## config.mk

```make
export PLATFORM = sky130hd
export DESIGN_NAME = pipe_control
export DESIGN_NICKNAME = d
export VERILOG_FILES = /design/src/verilog/rv_pkg.sv /design/src/verilog/pipe_pkg.sv /design/src/verilog/bypass_unit.sv /design/src/verilog/redirect_unit.sv /design/src/verilog/hazard_arbiter.sv /design/src/verilog/pipe_control.sv
export SDC_FILE = /design/constraint.sdc
export NUM_CORES = 1
export LEC_CHECK = 0
export BUFFER_PORTS_ARGS = -buffer_cell sky130_fd_sc_hd__buf_2
export CAP_MARGIN = 20
export CORE_AREA = 4 4 179 181
export CTS_BUF_LIST = sky130_fd_sc_hd__clkbuf_8
export CTS_CLUSTER_DIAMETER = 150
export CTS_CLUSTER_SIZE = 8
export DETAILED_ROUTE_END_ITERATION = 10
export DIE_AREA = 0 0 183 185
export PLACE_DENSITY = 0.57
export SYNTH_ARGS = -nofsm -noshare
export SYNTH_HDL_FRONTEND = slang
export SYNTH_SLANG_ARGS = --single-unit
```

## constraint.sdc

```tcl
create_clock -name clock -period 7.3 [get_ports clock]
set_clock_uncertainty 0.2 [all_clocks]
set_input_delay 1.46 -clock clock [delete_from_list [all_inputs] [get_ports clock]]
set_output_delay 1.46 -clock clock [all_outputs]
set_load 0.05 [all_outputs]
```

## src/verilog/rv_pkg.sv

```systemverilog
package rv_pkg;

    // RV32I base widths
    localparam int xlen      = 32;
    localparam int reg_idx_w = 5;

    typedef logic [xlen-1:0]      word_t;    // Data, address or CSR vector
    typedef logic [reg_idx_w-1:0] reg_idx_t;

    // x0 is hardwired to zero, a write to it is never visible
    localparam reg_idx_t zero_reg = reg_idx_t'(0);

    // Fixed instruction size, no compressed extension
    localparam int unsigned inst_bytes = 4;

    // mepc and mtvec travel as plain words
    // Direct mode only, so the mtvec base is the trap target as is

endpackage

```

## src/verilog/pipe_pkg.sv

```systemverilog
package pipe_pkg;

    import rv_pkg::*;

    // Decode stage view seen by the hazard logic
    typedef struct packed {
        logic     valid;
        reg_idx_t rs1;
        reg_idx_t rs2;
        logic     mret;     // Return from trap
        logic     ecall;    // Trap to mtvec
    } idu_info_t;

    // Register writing state of EXU, MEM or WBU
    typedef struct packed {
        logic     valid;
        reg_idx_t rd;
        logic     reg_wen;
        logic     mem_ren;  // Load, data not ready before MEM
    } wr_stage_t;

    // Control flow flags of the instruction in EXU
    typedef struct packed {
        logic branch;       // Taken when ex_result[0] is set
        logic jump;         // jal and jalr, target in ex_result
        logic fence_i;
    } exu_ctrl_t;

    // Source picked for each decode operand
    typedef enum logic [2:0] {
        from_regfile  = 3'b000,
        from_exu      = 3'b001,
        from_wbu      = 3'b010,
        from_mem_load = 3'b011,
        from_mem_alu  = 3'b100
    } fwd_sel_t;

    // Request toward fetch, valid/ready with fetch_ready
    typedef struct packed {
        logic  valid;
        word_t pc;
    } redirect_t;

    // Combinational redirect decision
    typedef struct packed {
        logic  take;        // Some stage redirects this cycle
        logic  fence_i;     // Icache must be cleared too
        word_t pc;          // Target, only meaningful with take
    } redirect_cause_t;

endpackage

```

## src/verilog/bypass_unit.sv

```systemverilog
`timescale 1ns/1ps

module bypass_unit
    import rv_pkg::*, pipe_pkg::*;
(
    input  idu_info_t idu,
    input  wr_stage_t exu,
    input  wr_stage_t mem,
    input  wr_stage_t wbu,

    input  word_t     idu_rs1_value,
    input  word_t     idu_rs2_value,
    input  word_t     ex_result,
    input  word_t     mem_ex_result,
    input  word_t     mem_rdata,
    input  word_t     wbu_rd_value,

    output word_t     exu_rs1_in,
    output word_t     exu_rs2_in,
    output logic      load_use
);

    fwd_sel_t rs1_sel;
    fwd_sel_t rs2_sel;

    // Stage holds a pending write to rs
    function automatic logic writes_reg(input wr_stage_t st, input reg_idx_t rs);
        return st.valid && st.reg_wen && (st.rd == rs) && (st.rd != zero_reg);
    endfunction

    // Youngest writer wins
    function automatic fwd_sel_t pick_src(
        input reg_idx_t  rs,
        input wr_stage_t ex_st,
        input wr_stage_t mem_st,
        input wr_stage_t wb_st
    );
        if (writes_reg(ex_st, rs) && !ex_st.mem_ren) begin
            return from_exu;
        end
        if (writes_reg(mem_st, rs)) begin
            return mem_st.mem_ren ? from_mem_load : from_mem_alu;
        end
        if (writes_reg(wb_st, rs)) begin
            return from_wbu;
        end
        return from_regfile;
    endfunction

    function automatic word_t pick_value(
        input fwd_sel_t sel,
        input word_t    rf_value,
        input word_t    exu_value,
        input word_t    mem_alu_value,
        input word_t    mem_load_value,
        input word_t    wbu_value
    );
        word_t value;
        case (sel)
            from_exu:      value = exu_value;
            from_mem_alu:  value = mem_alu_value;
            from_mem_load: value = mem_load_value;
            from_wbu:      value = wbu_value;
            default:       value = rf_value;
        endcase
        return value;
    endfunction

    assign rs1_sel = pick_src(idu.rs1, exu, mem, wbu);
    assign rs2_sel = pick_src(idu.rs2, exu, mem, wbu);

    assign exu_rs1_in = pick_value(rs1_sel, idu_rs1_value, ex_result,
                                   mem_ex_result, mem_rdata, wbu_rd_value);
    assign exu_rs2_in = pick_value(rs2_sel, idu_rs2_value, ex_result,
                                   mem_ex_result, mem_rdata, wbu_rd_value);

    // Load data only exists after MEM, decode has to wait one cycle
    assign load_use = idu.valid && exu.valid && exu.mem_ren && (exu.rd != zero_reg)
                      && ((exu.rd == idu.rs1) || (exu.rd == idu.rs2));

    // A stall request must come from a real decode slot behind a load
    always_comb begin
        assert final (!load_use || (idu.valid && exu.mem_ren))
            else $error("load_use raised without a decode instruction behind a load");
    end

endmodule

```

## src/verilog/redirect_unit.sv

```systemverilog
`timescale 1ns/1ps

module redirect_unit
    import rv_pkg::*, pipe_pkg::*;
(
    input  idu_info_t       idu,
    input  wr_stage_t       exu,
    input  exu_ctrl_t       exu_ctrl,
    input  word_t           exu_pc,
    input  word_t           exu_imm,
    input  word_t           ex_result,
    input  word_t           mepc,
    input  word_t           mtvec,

    output redirect_cause_t cause
);

    logic  branch_taken;
    logic  exu_take;
    logic  idu_take;
    word_t exu_target;
    word_t idu_target;

    assign branch_taken = exu_ctrl.branch && ex_result[0];   // Compare result in bit 0

    // EXU is older, so it overrides a trap sitting in decode
    assign exu_take = exu.valid && (exu_ctrl.jump || branch_taken || exu_ctrl.fence_i);
    assign idu_take = idu.valid && (idu.mret || idu.ecall);

    always_comb begin
        if (exu_ctrl.jump) begin
            exu_target = ex_result;                     // jalr already masked in EXU
        end else if (branch_taken) begin
            exu_target = exu_pc + exu_imm;
        end else begin
            exu_target = exu_pc + word_t'(inst_bytes);  // Refetch after fence.i
        end
    end

    assign idu_target = idu.mret ? mepc : mtvec;

    always_comb begin
        cause.take    = exu_take || idu_take;
        cause.fence_i = exu.valid && exu_ctrl.fence_i;
        cause.pc      = exu_take ? exu_target : idu_target;
    end

    // Icache clear must never go out without a refetch
    always_comb begin
        assert final (!cause.fence_i || cause.take)
            else $error("fence.i marked without a redirect");
    end

endmodule

```

## src/verilog/hazard_arbiter.sv

```systemverilog
`timescale 1ns/1ps

module hazard_arbiter
    import rv_pkg::*, pipe_pkg::*;
(
    input  logic            clock,
    input  logic            reset,

    input  redirect_cause_t cause,
    input  logic            load_use,
    input  logic            fetch_ready,

    output logic            flush,
    output logic            stall,
    output logic            icache_clr,
    output redirect_t       redirect
);

    logic  redirect_valid_q;
    word_t redirect_pc_q;
    logic  icache_clr_q;
    logic  transfer;

    // Decode slot is dropped on any redirect
    assign flush = cause.take;
    // A stalled instruction gets killed anyway, no point holding it
    assign stall = load_use && !cause.take;

    assign transfer = redirect_valid_q && fetch_ready;

    always_ff @(posedge clock) begin
        if (reset) begin
            redirect_valid_q <= 1'b0;
            icache_clr_q     <= 1'b0;
        end else begin
            if (cause.take) begin
                redirect_valid_q <= 1'b1;       // New target wins over a pending one
            end else if (transfer) begin
                redirect_valid_q <= 1'b0;
            end
            icache_clr_q <= cause.take && cause.fence_i;   // One cycle pulse
        end
    end

    always_ff @(posedge clock) begin
        if (cause.take) begin
            redirect_pc_q <= cause.pc;
        end
    end

    assign redirect.valid = redirect_valid_q;
    assign redirect.pc    = redirect_pc_q;
    assign icache_clr     = icache_clr_q;

    a_no_stall_on_flush: assert property (
        @(posedge clock) disable iff (reset)
        !(stall && flush)
    ) else $error("stall and flush high together");

    // Fetch sees a stable target until it takes it
    a_pc_held: assert property (
        @(posedge clock) disable iff (reset)
        redirect.valid && !fetch_ready && !cause.take
            |=> redirect.valid && $stable(redirect.pc)
    ) else $error("pending redirect changed without a new event");

    // Cache clear always comes together with the refetch request
    a_clr_with_redirect: assert property (
        @(posedge clock) disable iff (reset)
        icache_clr |-> redirect.valid
    ) else $error("icache_clr without redirect.valid");

endmodule

```

## src/verilog/pipe_control.sv

```systemverilog
`timescale 1ns/1ps

module pipe_control
    import rv_pkg::*, pipe_pkg::*;
(
    input  logic      clock,
    input  logic      reset,

    input  idu_info_t idu,
    input  word_t     idu_rs1_value,
    input  word_t     idu_rs2_value,

    input  wr_stage_t exu,
    input  exu_ctrl_t exu_ctrl,
    input  word_t     exu_pc,
    input  word_t     exu_imm,
    input  word_t     ex_result,

    input  wr_stage_t mem,
    input  word_t     mem_ex_result,
    input  word_t     mem_rdata,

    input  wr_stage_t wbu,
    input  word_t     wbu_rd_value,

    input  word_t     mepc,
    input  word_t     mtvec,
    input  logic      fetch_ready,

    output word_t     exu_rs1_in,
    output word_t     exu_rs2_in,
    output logic      stall,
    output logic      flush,
    output redirect_t redirect,
    output logic      icache_clr
);

    logic            load_use;
    redirect_cause_t cause;

    bypass_unit bypass_i (
        .idu           (idu          ),
        .exu           (exu          ),
        .mem           (mem          ),
        .wbu           (wbu          ),
        .idu_rs1_value (idu_rs1_value),
        .idu_rs2_value (idu_rs2_value),
        .ex_result     (ex_result    ),
        .mem_ex_result (mem_ex_result),
        .mem_rdata     (mem_rdata    ),
        .wbu_rd_value  (wbu_rd_value ),
        .exu_rs1_in    (exu_rs1_in   ),
        .exu_rs2_in    (exu_rs2_in   ),
        .load_use      (load_use     )
    );

    redirect_unit redirect_i (
        .idu       (idu      ),
        .exu       (exu      ),
        .exu_ctrl  (exu_ctrl ),
        .exu_pc    (exu_pc   ),
        .exu_imm   (exu_imm  ),
        .ex_result (ex_result),
        .mepc      (mepc     ),
        .mtvec     (mtvec    ),
        .cause     (cause    )
    );

    hazard_arbiter arbiter_i (
        .clock       (clock      ),
        .reset       (reset      ),
        .cause       (cause      ),
        .load_use    (load_use   ),
        .fetch_ready (fetch_ready),
        .flush       (flush      ),
        .stall       (stall      ),
        .icache_clr  (icache_clr ),
        .redirect    (redirect   )
    );

endmodule

```

== Word level (Yosys, flattened, before mapping) ==
Cells that the tools add are included.

* Equal/unequal tests: 14
* Add/sub/neg operators: 2
* Muxes and demuxes: 33
* Reduce and logical (&&, ||, !) cells: 39

{| class="wikitable"
|+ Operator list
! kind !! count
|-
| $pmux 32 s4 || 2
|-
| $mux 32 || 4
|-
| $mux 3 || 13
|-
| $add 32x3->32 const B || 1
|-
| $add 32x32->32 || 1
|-
| $eq 5x5->1 || 6
|-
| $logic_and 1x1->1 || 28
|-
| $reduce_bool 5->1 || 3
|-
| $mux 1 || 14
|-
| $eq 3x2->1 const B || 4
|-
| $eq 3x1->1 const B || 2
|-
| $eq 3x3->1 const B || 2
|-
| $logic_or 1x1->1 || 5
|-
| $logic_not 1->1 || 2
|-
| $reduce_bool 2->1 || 1
|}

* Output and inout bits: 100
* Input bits: 363
* Register bits after elaboration: 34

== Logic depth before layout (Yosys ltp) ==
Gate-level depths: netlist of run 1.

* Depth in word-level cells: 13
* Mapped depth: 10
* Depth with buffers taken out: 10

== Modules after synthesis ==
A second synthesis of run 1 with hierarchy kept.

* Cell total of the unflattened synthesis: 1040
* Area, all modules: 7965.1 um^2

{| class="wikitable"
|+ By module, submodules not included
! module !! cells an instance !! times used !! area each (um^2)
|-
| bypass_unit || 506 || 1 || 3579.7
|-
| redirect_unit || 492 || 1 || 3337.0
|-
| hazard_arbiter || 42 || 1 || 1048.5
|}

== Least setup slack after synthesis of run 1 ==
Ideal clock, no wire load.

* Kind: input-to-output
* Start: input port exu_ctrl[2] (netlist name)
* End: output port stall
* Path buffers: 2
* Setup slack: -0.291 ns
* Cell stages on the path: 6
* Arrival time: 5.931 ns
* Cell sequence: and2_1 clkbuf_1 o31ai_2 buf_2 nand2_1 a2111oi_0

* Word-level cells in the longest chain between the ends: 7

{| class="wikitable"
|+ RTL lines
! what !! line !! source
|-
| from (decl) || pipe_control.sv:14 || <nowiki>input exu_ctrl_t exu_ctrl,</nowiki>
|-
| $logic_and 1x1->1 || redirect_unit.sv:24 || <nowiki>assign branch_taken = exu_ctrl.branch && ex_result[0];</nowiki>
|-
| $logic_or 1x1->1 (2 in a row) || redirect_unit.sv:27 || <nowiki>assign exu_take = exu.valid && (exu_ctrl.jump || branch_taken || exu_ctrl.fence_i);</nowiki>
|-
| $logic_and 1x1->1 || redirect_unit.sv:27 ||
|-
| $logic_or 1x1->1 || redirect_unit.sv:43 || <nowiki>cause.take = exu_take || idu_take;</nowiki>
|-
| via flush || pipe_control.sv:33 || <nowiki>output logic flush,</nowiki>
|-
| $logic_not 1->1 || hazard_arbiter.sv:27 || <nowiki>assign stall = load_use && !cause.take;</nowiki>
|-
| $logic_and 1x1->1 || hazard_arbiter.sv:27 ||
|-
| to (decl) || pipe_control.sv:32 || <nowiki>output logic stall,</nowiki>
|}

The timed path passes the listed nets, and every way through them passes these cells.

== Worst setup path after layout of run 1 ==
* Start: input port exu[7] (netlist name)
* End: output port exu_rs2_in[12]

* Word-level cells in the longest chain between the ends: 8
* Elaborated cells on any way between the ends: 11
* Those cells by class: 4 x eq/ne; 3 x mux; 4 x reduce/logical

{| class="wikitable"
|+ RTL lines
! what !! line !! source
|-
| from (decl) || pipe_control.sv:13 || <nowiki>input wr_stage_t exu,</nowiki>
|-
| $logic_and 1x1->1 * (3 in a row) || bypass_unit.sv:28 || <nowiki>return st.valid && st.reg_wen && (st.rd == rs) && (st.rd != zero_reg);</nowiki>
|-
| $logic_and 1x1->1 * || bypass_unit.sv:38 || <nowiki>if (writes_reg(ex_st, rs) && !ex_st.mem_ren) begin</nowiki>
|-
| $mux 1 * || bypass_unit.sv:38 ||
|-
| $mux 3 * || bypass_unit.sv:41 || <nowiki>if (writes_reg(mem_st, rs)) begin</nowiki>
|-
| $eq 3x2->1, or another cell as far along || bypass_unit.sv:59 || <nowiki>case (sel)</nowiki>
|-
| $pmux 32 s4 * || bypass_unit.sv:59 ||
|-
| to (decl) || pipe_control.sv:31 || <nowiki>output word_t exu_rs2_in,</nowiki>
|}

Every way passes the cells marked *; elsewhere a longest branch is shown, timed or not.

==> results.toml, run 1 <==
[outcome]
status = "finished clean"

[synth]
yosysTopAreaCell = "edfxtp_1"
synth_fp_nets = 1302
synth_warnings = 0
yosysUniqueCellTypes = 70
syn_area_sq_um = 6700
synth_common_cells = "132 x o22ai_1, 123 x a21oi_1, 62 x nand2_1"
yosys.area.top_type_share_pct = 14.3
syn_inst = 906
async_flop_share_pct = 0
synthMostInstantiatedCell = "o22ai_1"
synth-edff-count = 32
ys_ff_latch = 34
syn_avg_cell_area_sq_um = 7.39
synth_flop_cell = "edfxtp_1"
seq_area_frac_synth_pct = 14.9
synth.area.top_cells = "edfxtp_1 14%, o22ai_1 12%, a21oi_1 9.2%"

[critical_path]
arrival_ns = 4.16
cp_max_fo = 15
required_ns = 5.64
start_kind = "input port"
worstSetupPathType = "input port to output port"
end_kind = "output port"

[global_routing]
grt_max_degree = 65
grt_pass1_vias = 9023
grt_pass1_wl_microns = 57700
antenna_found_initial = 18
grtUsageTotal_pct = 22.7
grt.overflow.total = 0

[worst_hold_path]
hold_path.class = "register to register"

[power_and_ir_drop]
ir_worst_vdd_uv = 72.8
leakage_nw = 4.25
share_comb_of_total_power_pct = 64.8
power.net_switching_w = 0.000611
sequentialPowerShare_pct = 21.9
power.density_nw_per_um2 = 125
intPower_w = 0.000565
clkPwrFrac_pct = 13.3
swShare_pct = 52.0
fin_total_pwr_w = 0.00118

[placed_design]
numPortBuffers = 461
dp_slack_ns = 1.51
gp_congestion = 0.930
dp_hpwl_microns = 34500

[floorplan]
fp.dieArea_sq_um = 33900
fp.coreArea_sq_um = 30400
die_y_microns = 185
die_width_microns = 183
row_count = 64
pin_count = 463
start_util_pct = 22.0

[route]
first_iter_violations = 781
drc_errors = 0
num_vias = 9361
wl_microns = 41300
wl_per_cell_microns = 24.0
ant_nets = 0
first_pass_iters = 7
via_per_inst = 5.43

[cts]
clkSinkCount = 34
post-cts-setup-buffers = 0
cts_buffer_depth = 2
cts_tree = "yes"
ctsResizeCount = 0
cts_root_buf = "clkbuf_8"
h-tree-depth = 2
clock_latency_ns = 0.30
clkTransAtPathRegs_ns = 0.07
holdBufCountCts = 0
cts_made_buffers = 5

[cells_and_area]
fillers = 3408
final_util_pct = 31.0
syn_to_final_growth_pct = 41.1
drive_gt1_share_pct = 40.9
nNetsFinal = 1717

[sta]
slew_viol_final = 0
finalCritPeriodShare_pct = 79.8
slew_headroom_pct = 35.6
setup_ws_ns = 1.48
period_needed_ns = 5.82
setup_viol_count_final = 0
hold_viol = 0
max_freq_mhz = 172
rsz0062_at_grt = "false"
finalSetupTns_ns = 0
tightest_slew_ns = 0.960
hold_ws_ns = 0.302

[job]
maxCapViolCount = 0
[logic make-up (layout without fill, tap and decap cells)]
kind of cell / Yosys count / count (layout) / synth area share (%)
other: 0 / 6 / 0
adder cells (fa/ha/maj): 33 / 33 / 6.28
buffers and inverters: 84 / 500 / 5.18
multiplexers: 62 / 62 / 9.92
AND/OR/NAND/NOR: 211 / 211 / 15.8
flip-flops: 34 / 34 / 14.9
XOR/XNOR: 77 / 77 / 10.1
AO/OA/AOI/OAI: 405 / 405 / 37.8
[path summary, 6_finish.rpt]
kind	cells after the start	slack (ns)	from	end
worst max-delay path	9	1.48	exu[7]	exu_rs2_in[12]
worst max register to register	2	6.51	arbiter_i.redirect_valid_q	arbiter_i.redirect_valid_q
worst min register to register	2	0.30	arbiter_i.redirect_valid_q	arbiter_i.redirect_valid_q
worst min-delay path	2	0.30	arbiter_i.redirect_valid_q	arbiter_i.redirect_valid_q
[power by group through the flow]
stage          combinational, W  sequential, W  clock [W]
2_1_floorplan          0.000370       0.000365          0
3_3_place_gp           0.000756       0.000262          0
3_5_place_dp           0.000759       0.000262          0
4_1_cts                0.000762       0.000258   0.000167
5_1_grt                0.000818       0.000260   0.000174
6_report               0.000762       0.000257   0.000157
[layer usage]
| layer | GRT usage [%] | share of wire, % | up-vias |
|---|---|---|---|
| li1 | - | - | 4396 |
| met1 | 29.2 | 41 | 4355 |
| met2 | 36.8 | 46 | 522 |
| met3 | 7.52 | 10 | 68 |
| met4 | 5.66 | 2.4 | 20 |
| met5 | 0 | 0.30 | - |
[cell type report]
class	instances	area, sq um	share of cell area, %
clock inverters	3	16.3	0.172
diodes	6	15.0	0.159
multi-input cells	788	5360	56.8
flip-flops and latches	34	1000	10.6
repair buffers	478	2430	25.8
well taps	396	495	5.25
clock buffers	5	68.8	0.729
inverters	14	52.6	0.556
[state kept, by name, summed over array words and instances, names as in the netlist]
| name | cells |
|---|---|
| arbiter_i.icache_clr | 1 |
| arbiter_i.redirect_valid_q | 1 |
| arbiter_i.redirect_pc_q | 32 |
[metrics by stage]
stage	area, sq um	instances
detailed placement	9350	1710
global route	9440	1722
global placement	9350	1710
CTS	9430	1718
finish	9450	1724
floorplan	6700	906
[cell usage in the layout, fill, tap and decap left out, types with 32 or more instances in the layout]
cell	netlist	routed
nor2_1	39	39
a21oi_1	123	123
o22ai_1	132	132
mux2_2	35	35
nand2_1	62	61
buf_2	22	461
ha_1	32	32
edfxtp_1	32	32
o21ai_0	33	33
xor2_1	40	40
xnor2_1	37	37
[critical path, cell delays in order]
cell and delay, ns:
buf_2 0.26, o21ai_0 0.18, or3b_1 0.41, or2_2 0.32
nand3_1 0.59, buf_4 0.35, o22ai_1 0.11, a21oi_1 0.17
buf_2 0.29
Note: power is estimated with default switching activity, not from simulation.
==> run 2: changes to the inputs <==
--- a/config.mk
+++ b/config.mk
@@ -5,15 +5,16 @@
 export SDC_FILE = /design/constraint.sdc
 export NUM_CORES = 1
 export LEC_CHECK = 0
+export ABC_AREA = 1
 export BUFFER_PORTS_ARGS = -buffer_cell sky130_fd_sc_hd__buf_2
 export CAP_MARGIN = 20
-export CORE_AREA = 4 4 179 181
+export CORE_AREA = 4 4 177 179
 export CTS_BUF_LIST = sky130_fd_sc_hd__clkbuf_8
 export CTS_CLUSTER_DIAMETER = 150
 export CTS_CLUSTER_SIZE = 8
 export DETAILED_ROUTE_END_ITERATION = 10
-export DIE_AREA = 0 0 183 185
-export PLACE_DENSITY = 0.57
+export DIE_AREA = 0 0 181 183
+export PLACE_DENSITY = 0.65
 export SYNTH_ARGS = -nofsm -noshare
 export SYNTH_HDL_FRONTEND = slang
 export SYNTH_SLANG_ARGS = --single-unit
==> constraint.sdc (replaced) <==
create_clock -name clock -period 6 [get_ports clock]
set_clock_uncertainty 0.2 [all_clocks]
set_input_delay 1.2 -clock clock [delete_from_list [all_inputs] [get_ports clock]]
set_output_delay 1.2 -clock clock [all_outputs]
set_load 0.05 [all_outputs]
==> run 2 against run 1 <==
Compared with the run above: flip-flop and latch count unchanged; cell area up 22%; die area down 2.2%; total power up 30%; largest cell class unchanged.
==> results.toml, run 2 <==
[outcome]
status = "finished clean"

[cells_and_area]
fillers = 3432
layout_common_cells = "660 x nand2_1, 458 x buf_2, 210 x inv_1, 204 x nor2_1, 77 x nand4_1"
top_register = "arbiter_i.redirect_pc_q"
layout_commonest_cell = "nand2_1"
multi_input_area_sq_um = 6580
syn_to_final_growth_pct = 31.9
drive_gt1_share_pct = 25.3
largest_reg_flops = 32
nNetsFinal = 2510
register_area_sq_um = 1000

[route]
first_iter_violations = 1196
wl_per_cell_microns = 19.1
drc_errors = 0
num_vias = 12778
wl_microns = 47900
first_pass_iters = 5
ant_nets = 0
via_per_inst = 5.10

[critical_path]
cp_max_fo = 26
end_kind = "output port"
required_ns = 4.60
critPathLaunch = "idu[6]"
r2r-end = "arbiter_i.redirect_valid_q"
arrival_ns = 3.54
r2r_cells = 4
r2r_start = "arbiter_i.redirect_valid_q"
start_kind = "input port"
r2r_slack_ns = 5.12
endpoint = "exu_rs2_in[22]"
worstSetupPathType = "input port to output port"

[power_and_ir_drop]
ir_worst_vdd_uv = 92.1
clkPwrFrac_pct = 15.8
power.density_nw_per_um2 = 133
share_comb_of_total_power_pct = 63.8
fin_total_pwr_w = 0.00153
intPower_w = 0.000722
power.net_switching_w = 0.000805
swShare_pct = 52.7
sequentialPowerShare_pct = 20.4
leakage_nw = 6.51

[cts]
ctsResizeCount = 0
h-tree-depth = 2
cts_tree = "yes"
clock_latency_ns = 0.31
cts_root_buf = "clkbuf_8"
clkSinkCount = 34
cts_made_buffers = 5
clkTransAtPathRegs_ns = 0.08
post-cts-setup-buffers = 0
holdBufCountCts = 0
cts_buffer_depth = 2

[worst_hold_path]
hold_path.class = "register to register"
whs_path_depth = 4

[synth]
synthXorXnorAreaFrac_pct = 3.12
synth-compound-area-share_pct = 15.4
syn_inst = 1695
synthMuxAreaShare_pct = 0
syn_avg_cell_area_sq_um = 5.14
synth_fp_nets = 2091
synth_common_cells = "662 x nand2_1, 210 x inv_1, 204 x nor2_1"
yosysTopAreaCell = "nand2_1"
ys_ff_latch = 34
yosysUniqueCellTypes = 46
seq_area_frac_synth_pct = 11.5
yosys.area.top_type_share_pct = 28.5
yosys.area_share.simple_pct = 52.1
synth_top_family_by_area = "simple AND/OR/NAND/NOR gates"
async_flop_share_pct = 0
synth-edff-count = 32
synthAdderAreaFrac_pct = 4.82
synthMostInstantiatedCell = "nand2_1"
syn_area_sq_um = 8710
synth.area.top_cells = "nand2_1 29%, edfxtp_1 11%, inv_1 9.0%"
synth_flop_cell = "edfxtp_1"
synth_warnings = 0

[sta]
max_freq_mhz = 203
finalCritPeriodShare_pct = 82.3
period_needed_ns = 4.94
finalSetupTns_ns = 0
tightest_slew_ns = 0.791
setup_viol_count_final = 0
slew_headroom_pct = 47.3
slew_viol_final = 0
hold_viol = 0
rsz0062_at_grt = "false"

[placed_design]
gp_congestion = 0.964
numPortBuffers = 461
dp_hpwl_microns = 39600

[floorplan]
row_count = 63
fp.dieArea_sq_um = 33100
die_y_microns = 183
start_util_pct = 29.5
die_width_microns = 181
pin_count = 463
fp.coreArea_sq_um = 29600

[global_routing]
grt_pass1_vias = 12153
grt_pass1_wl_microns = 71100
grt_max_degree = 57
antenna_found_initial = 3
grtUsageTotal_pct = 27.2
grt.overflow.total = 0

[job]
maxCapViolCount = 0
[run 2: cells by family (layout without fill, tap and decap cells)]
| group | Yosys count | after routing |
|---|---|---|
| adders and majority gates | 33 | 33 |
| buffers and inverters | 285 | 704 |
| AOI/OAI and AO/OA | 238 | 238 |
| and+or+nand+nor | 1074 | 1074 |
| other | 0 | 3 |
| xor gates and xnor gates | 31 | 31 |
| DFF | 34 | 34 |
[run 2: how the worst min path moves through the flow]
stage | from | endpoint | slack, ns
after CTS | arbiter_i.redirect_valid_q | arbiter_i.redirect_valid_q | 0.40
after global placement | arbiter_i.redirect_valid_q | arbiter_i.redirect_valid_q | 0.36
after global routing | arbiter_i.redirect_valid_q | arbiter_i.redirect_valid_q | 0.44
final | arbiter_i.redirect_valid_q | arbiter_i.redirect_valid_q | 0.39
after floorplan | arbiter_i.redirect_valid_q | arbiter_i.redirect_valid_q | 0.35
after detailed placement | arbiter_i.redirect_valid_q | arbiter_i.redirect_valid_q | 0.38
[run 2: layer usage]
layer / GRT usage (%) / part of all wire [%] / vias up
met5: 0 / 0 / -
met4: 10.2 / 4.1 / 0
met3: 4.46 / 9.0 / 91
met2: 44.4 / 45 / 711
met1: 36.4 / 42 / 5709
li1: - / - / 6267
[run 2: area by class of cell]
class / instances / area share, %
sequential: 34 / 8.71
antenna: 3 / 0.0653
inverter: 220 / 7.23
timing repair buffer: 477 / 21.5
multi-input combinational: 1376 / 57.2
clock buffer: 6 / 0.719
clock inverter: 1 / 0.261
tap: 390 / 4.25
[run 2: worst max-delay path: stages]
cell	delay (ns)
buf_2	0.12
inv_1	0.07
or2_1	0.20
nand2_1	0.06
a21oi_1	0.03
nand2_1	0.10
nor2_4	0.08
nor2_1	0.10
nand2_1	0.37
inv_2	0.62
nand2_1	0.20
nand2_1	0.11
buf_2	0.26
[run 2: through the flow]
step	cell area (sq um)	utilization, %	setup slack, ns	hold slack [ns]	cells
after floorplan	8710	-	0.370	0.347	1695
after global placement	11400	38.5	1.15	0.358	2497
after detailed placement	11400	38.5	1.12	0.380	2497
after CTS	11500	38.8	1.11	0.399	2504
after global routing	11500	38.9	0.871	0.438	2507
final	11500	38.9	1.06	0.395	2507
[run 2: power groups by stage]
stage | clock [W] | combinational, W | sequential (W)
floorplan | 0 | 0.000477 | 0.000442
global placement | 0 | 0.000960 | 0.000315
detailed placement | 0 | 0.000966 | 0.000316
CTS | 0.000246 | 0.000970 | 0.000312
global route | 0.000256 | 0.00106 | 0.000315
finish | 0.000241 | 0.000974 | 0.000312
==> run 3: changes to the inputs <==
--- a/config.mk
+++ b/config.mk
@@ -5,16 +5,16 @@
 export SDC_FILE = /design/constraint.sdc
 export NUM_CORES = 1
 export LEC_CHECK = 0
-export ABC_AREA = 1
+export ABC_AREA = 0
 export BUFFER_PORTS_ARGS = -buffer_cell sky130_fd_sc_hd__buf_2
 export CAP_MARGIN = 20
-export CORE_AREA = 4 4 177 179
+export CORE_AREA = 4 4 179 181
 export CTS_BUF_LIST = sky130_fd_sc_hd__clkbuf_8
 export CTS_CLUSTER_DIAMETER = 150
 export CTS_CLUSTER_SIZE = 8
 export DETAILED_ROUTE_END_ITERATION = 10
-export DIE_AREA = 0 0 181 183
-export PLACE_DENSITY = 0.65
+export DIE_AREA = 0 0 183 185
+export PLACE_DENSITY = 0.59
 export SYNTH_ARGS = -nofsm -noshare
 export SYNTH_HDL_FRONTEND = slang
 export SYNTH_SLANG_ARGS = --single-unit
==> constraint.sdc (replaced) <==
create_clock -name clock -period 4.4 [get_ports clock]
set_clock_uncertainty 0.2 [all_clocks]
set_input_delay 0.88 -clock clock [delete_from_list [all_inputs] [get_ports clock]]
set_output_delay 0.88 -clock clock [all_outputs]
set_load 0.05 [all_outputs]
==> run 3 against run 2 <==
Compared with the run above: cell area fell by 16%; flip-flop and latch count unchanged; worst setup slack worse by 0.83 ns; die area rose by 2.2%; global-route usage decreased by 4.7 points; critical endpoint is now exu_rs2_in[28].
==> results.toml, run 3 (synthesis gave the netlist of run 1 again) <==
[outcome]
status = "finished clean"

[cells_and_area]
multi_input_area_sq_um = 5380
nNetsFinal = 1720
layout_commonest_cell = "buf_2"
drive_gt1_share_pct = 41.2
top_register = "arbiter_i.redirect_pc_q"
register_area_sq_um = 1000
largest_reg_flops = 32
layout_common_cells = "460 x buf_2, 132 x o22ai_1, 123 x a21oi_1, 61 x nand2_1, 40 x xor2_1"
fillers = 3356
syn_to_final_growth_pct = 44.2
final_util_pct = 31.7

[job]
maxCapViolCount = 0

[power_and_ir_drop]
power.density_nw_per_um2 = 217
leakage_nw = 4.34
fin_total_pwr_w = 0.00209
ir_worst_vdd_uv = 98.7

[worst_hold_path]
hold_path.class = "register to register"
whs_path_depth = 2

[floorplan]
fp.dieArea_sq_um = 33900
row_count = 64
fp.coreArea_sq_um = 30400
die_y_microns = 185
start_util_pct = 22.0
pin_count = 463
die_width_microns = 183

[sta]
max_freq_mhz = 240
slew_headroom_pct = 43.3
period_needed_ns = 4.16
slew_viol_final = 0
finalCritPeriodShare_pct = 94.6
tightest_slew_ns = 0.845
rsz0062_at_grt = "false"
hold_viol = 0
finalSetupTns_ns = 0
setup_viol_count_final = 0

[placed_design]
numPortBuffers = 461
gp_congestion = 0.973
dp_hpwl_microns = 35200

[cts]
clkTransAtPathRegs_ns = 0.09
clkSinkCount = 34
holdBufCountCts = 0
h-tree-depth = 2
ctsResizeCount = 0
clock_latency_ns = 0.30
cts_buffer_depth = 2
post-cts-setup-buffers = 0
cts_tree = "yes"
cts_made_buffers = 5
cts_root_buf = "clkbuf_8"

[critical_path]
cp.depth = 9
cpMaxStageDelayCell = "or4_1"
arrival_ns = 3.08
end_kind = "output port"
r2r_cells = 2
crit_path_frequent_cell = "buf_2"
required_ns = 3.32
crit_buf_inv = 3
critical_path.max_stage_delay_ns = 0.51
start_kind = "input port"
worstSetupPathType = "input port to output port"
path_delay_family = "simple AND/OR/NAND/NOR gates"
cp_max_fo = 64
crit_chain = "buf_2 > or4_1 > o21ai_0 > or3b_1 > or2_2 > buf_12 > o22ai_1 > a21oi_1 > buf_2"

[route]
first_pass_iters = 5
wl_per_cell_microns = 24.2
wl_microns = 41800
num_vias = 9349
ant_nets = 0
drc_errors = 0
first_iter_violations = 960
via_per_inst = 5.41

[global_routing]
grtUsageTotal_pct = 22.5
grt.overflow.total = 0
grt_max_degree = 65
grt_pass1_vias = 8719
grt_pass1_wl_microns = 57100
antenna_found_initial = 21
-- run 3: final timing paths --
| check | slack (ns) | endpoint | startpoint |
|---|---|---|---|
| hold / removal | 0.31 | arbiter_i.redirect_valid_q | arbiter_i.redirect_valid_q |
| setup / recovery | 0.24 | exu_rs2_in[28] | exu[5] |
| setup reg to reg | 3.60 | arbiter_i.redirect_valid_q | arbiter_i.redirect_valid_q |
| hold reg to reg | 0.31 | arbiter_i.redirect_valid_q | arbiter_i.redirect_valid_q |
-- run 3: power breakdown --
part	internal (W)	leakage, nW	switching [W]
clock network	0.000228	0.0684	0.000160
registers	0.000413	0.336	0.0000135
logic	0.000422	3.93	0.000855
total	0.00106	4.34	0.00103
-- run 3: per-layer routing --
metal	vias to the layer above	global-route usage, %	share of wire (%)
met5	-	0	0.32
met4	20	6.05	2.6
met3	69	8.52	13
met2	611	35.0	44
met1	4254	29.4	40
li1	4395	-	-
-- run 3: worst min-delay path, delay by kind of cell, from the launching register on --
family | cells | cell delay (ns)
flops | 1 | 0.33
simple gates | 1 | 0.08
compound gates | 1 | 0.06
-- run 3: stage by stage --
stage               hold slack [ns]  setup slack, ns  instances  instance area (sq um)
floorplan                     0.258            0.115        906                   6720
global placement              0.271            0.318       1713                   9500
detailed placement            0.294            0.323       1713                   9500
CTS                           0.314            0.301       1721                   9640
global route                  0.330            0.168       1723                   9640
finish                        0.311            0.237       1728                   9660
-- run 3: layout make-up --
class	count	share of cell area (%)
Tap cell	396	5.13
Multi-Input combinational cell	788	55.7
Timing Repair Buffer	481	26.6
Clock inverter	3	0.713
Antenna cell	7	0.181
Inverter	14	0.544
Clock buffer	5	0.713
Sequential cell	34	10.4
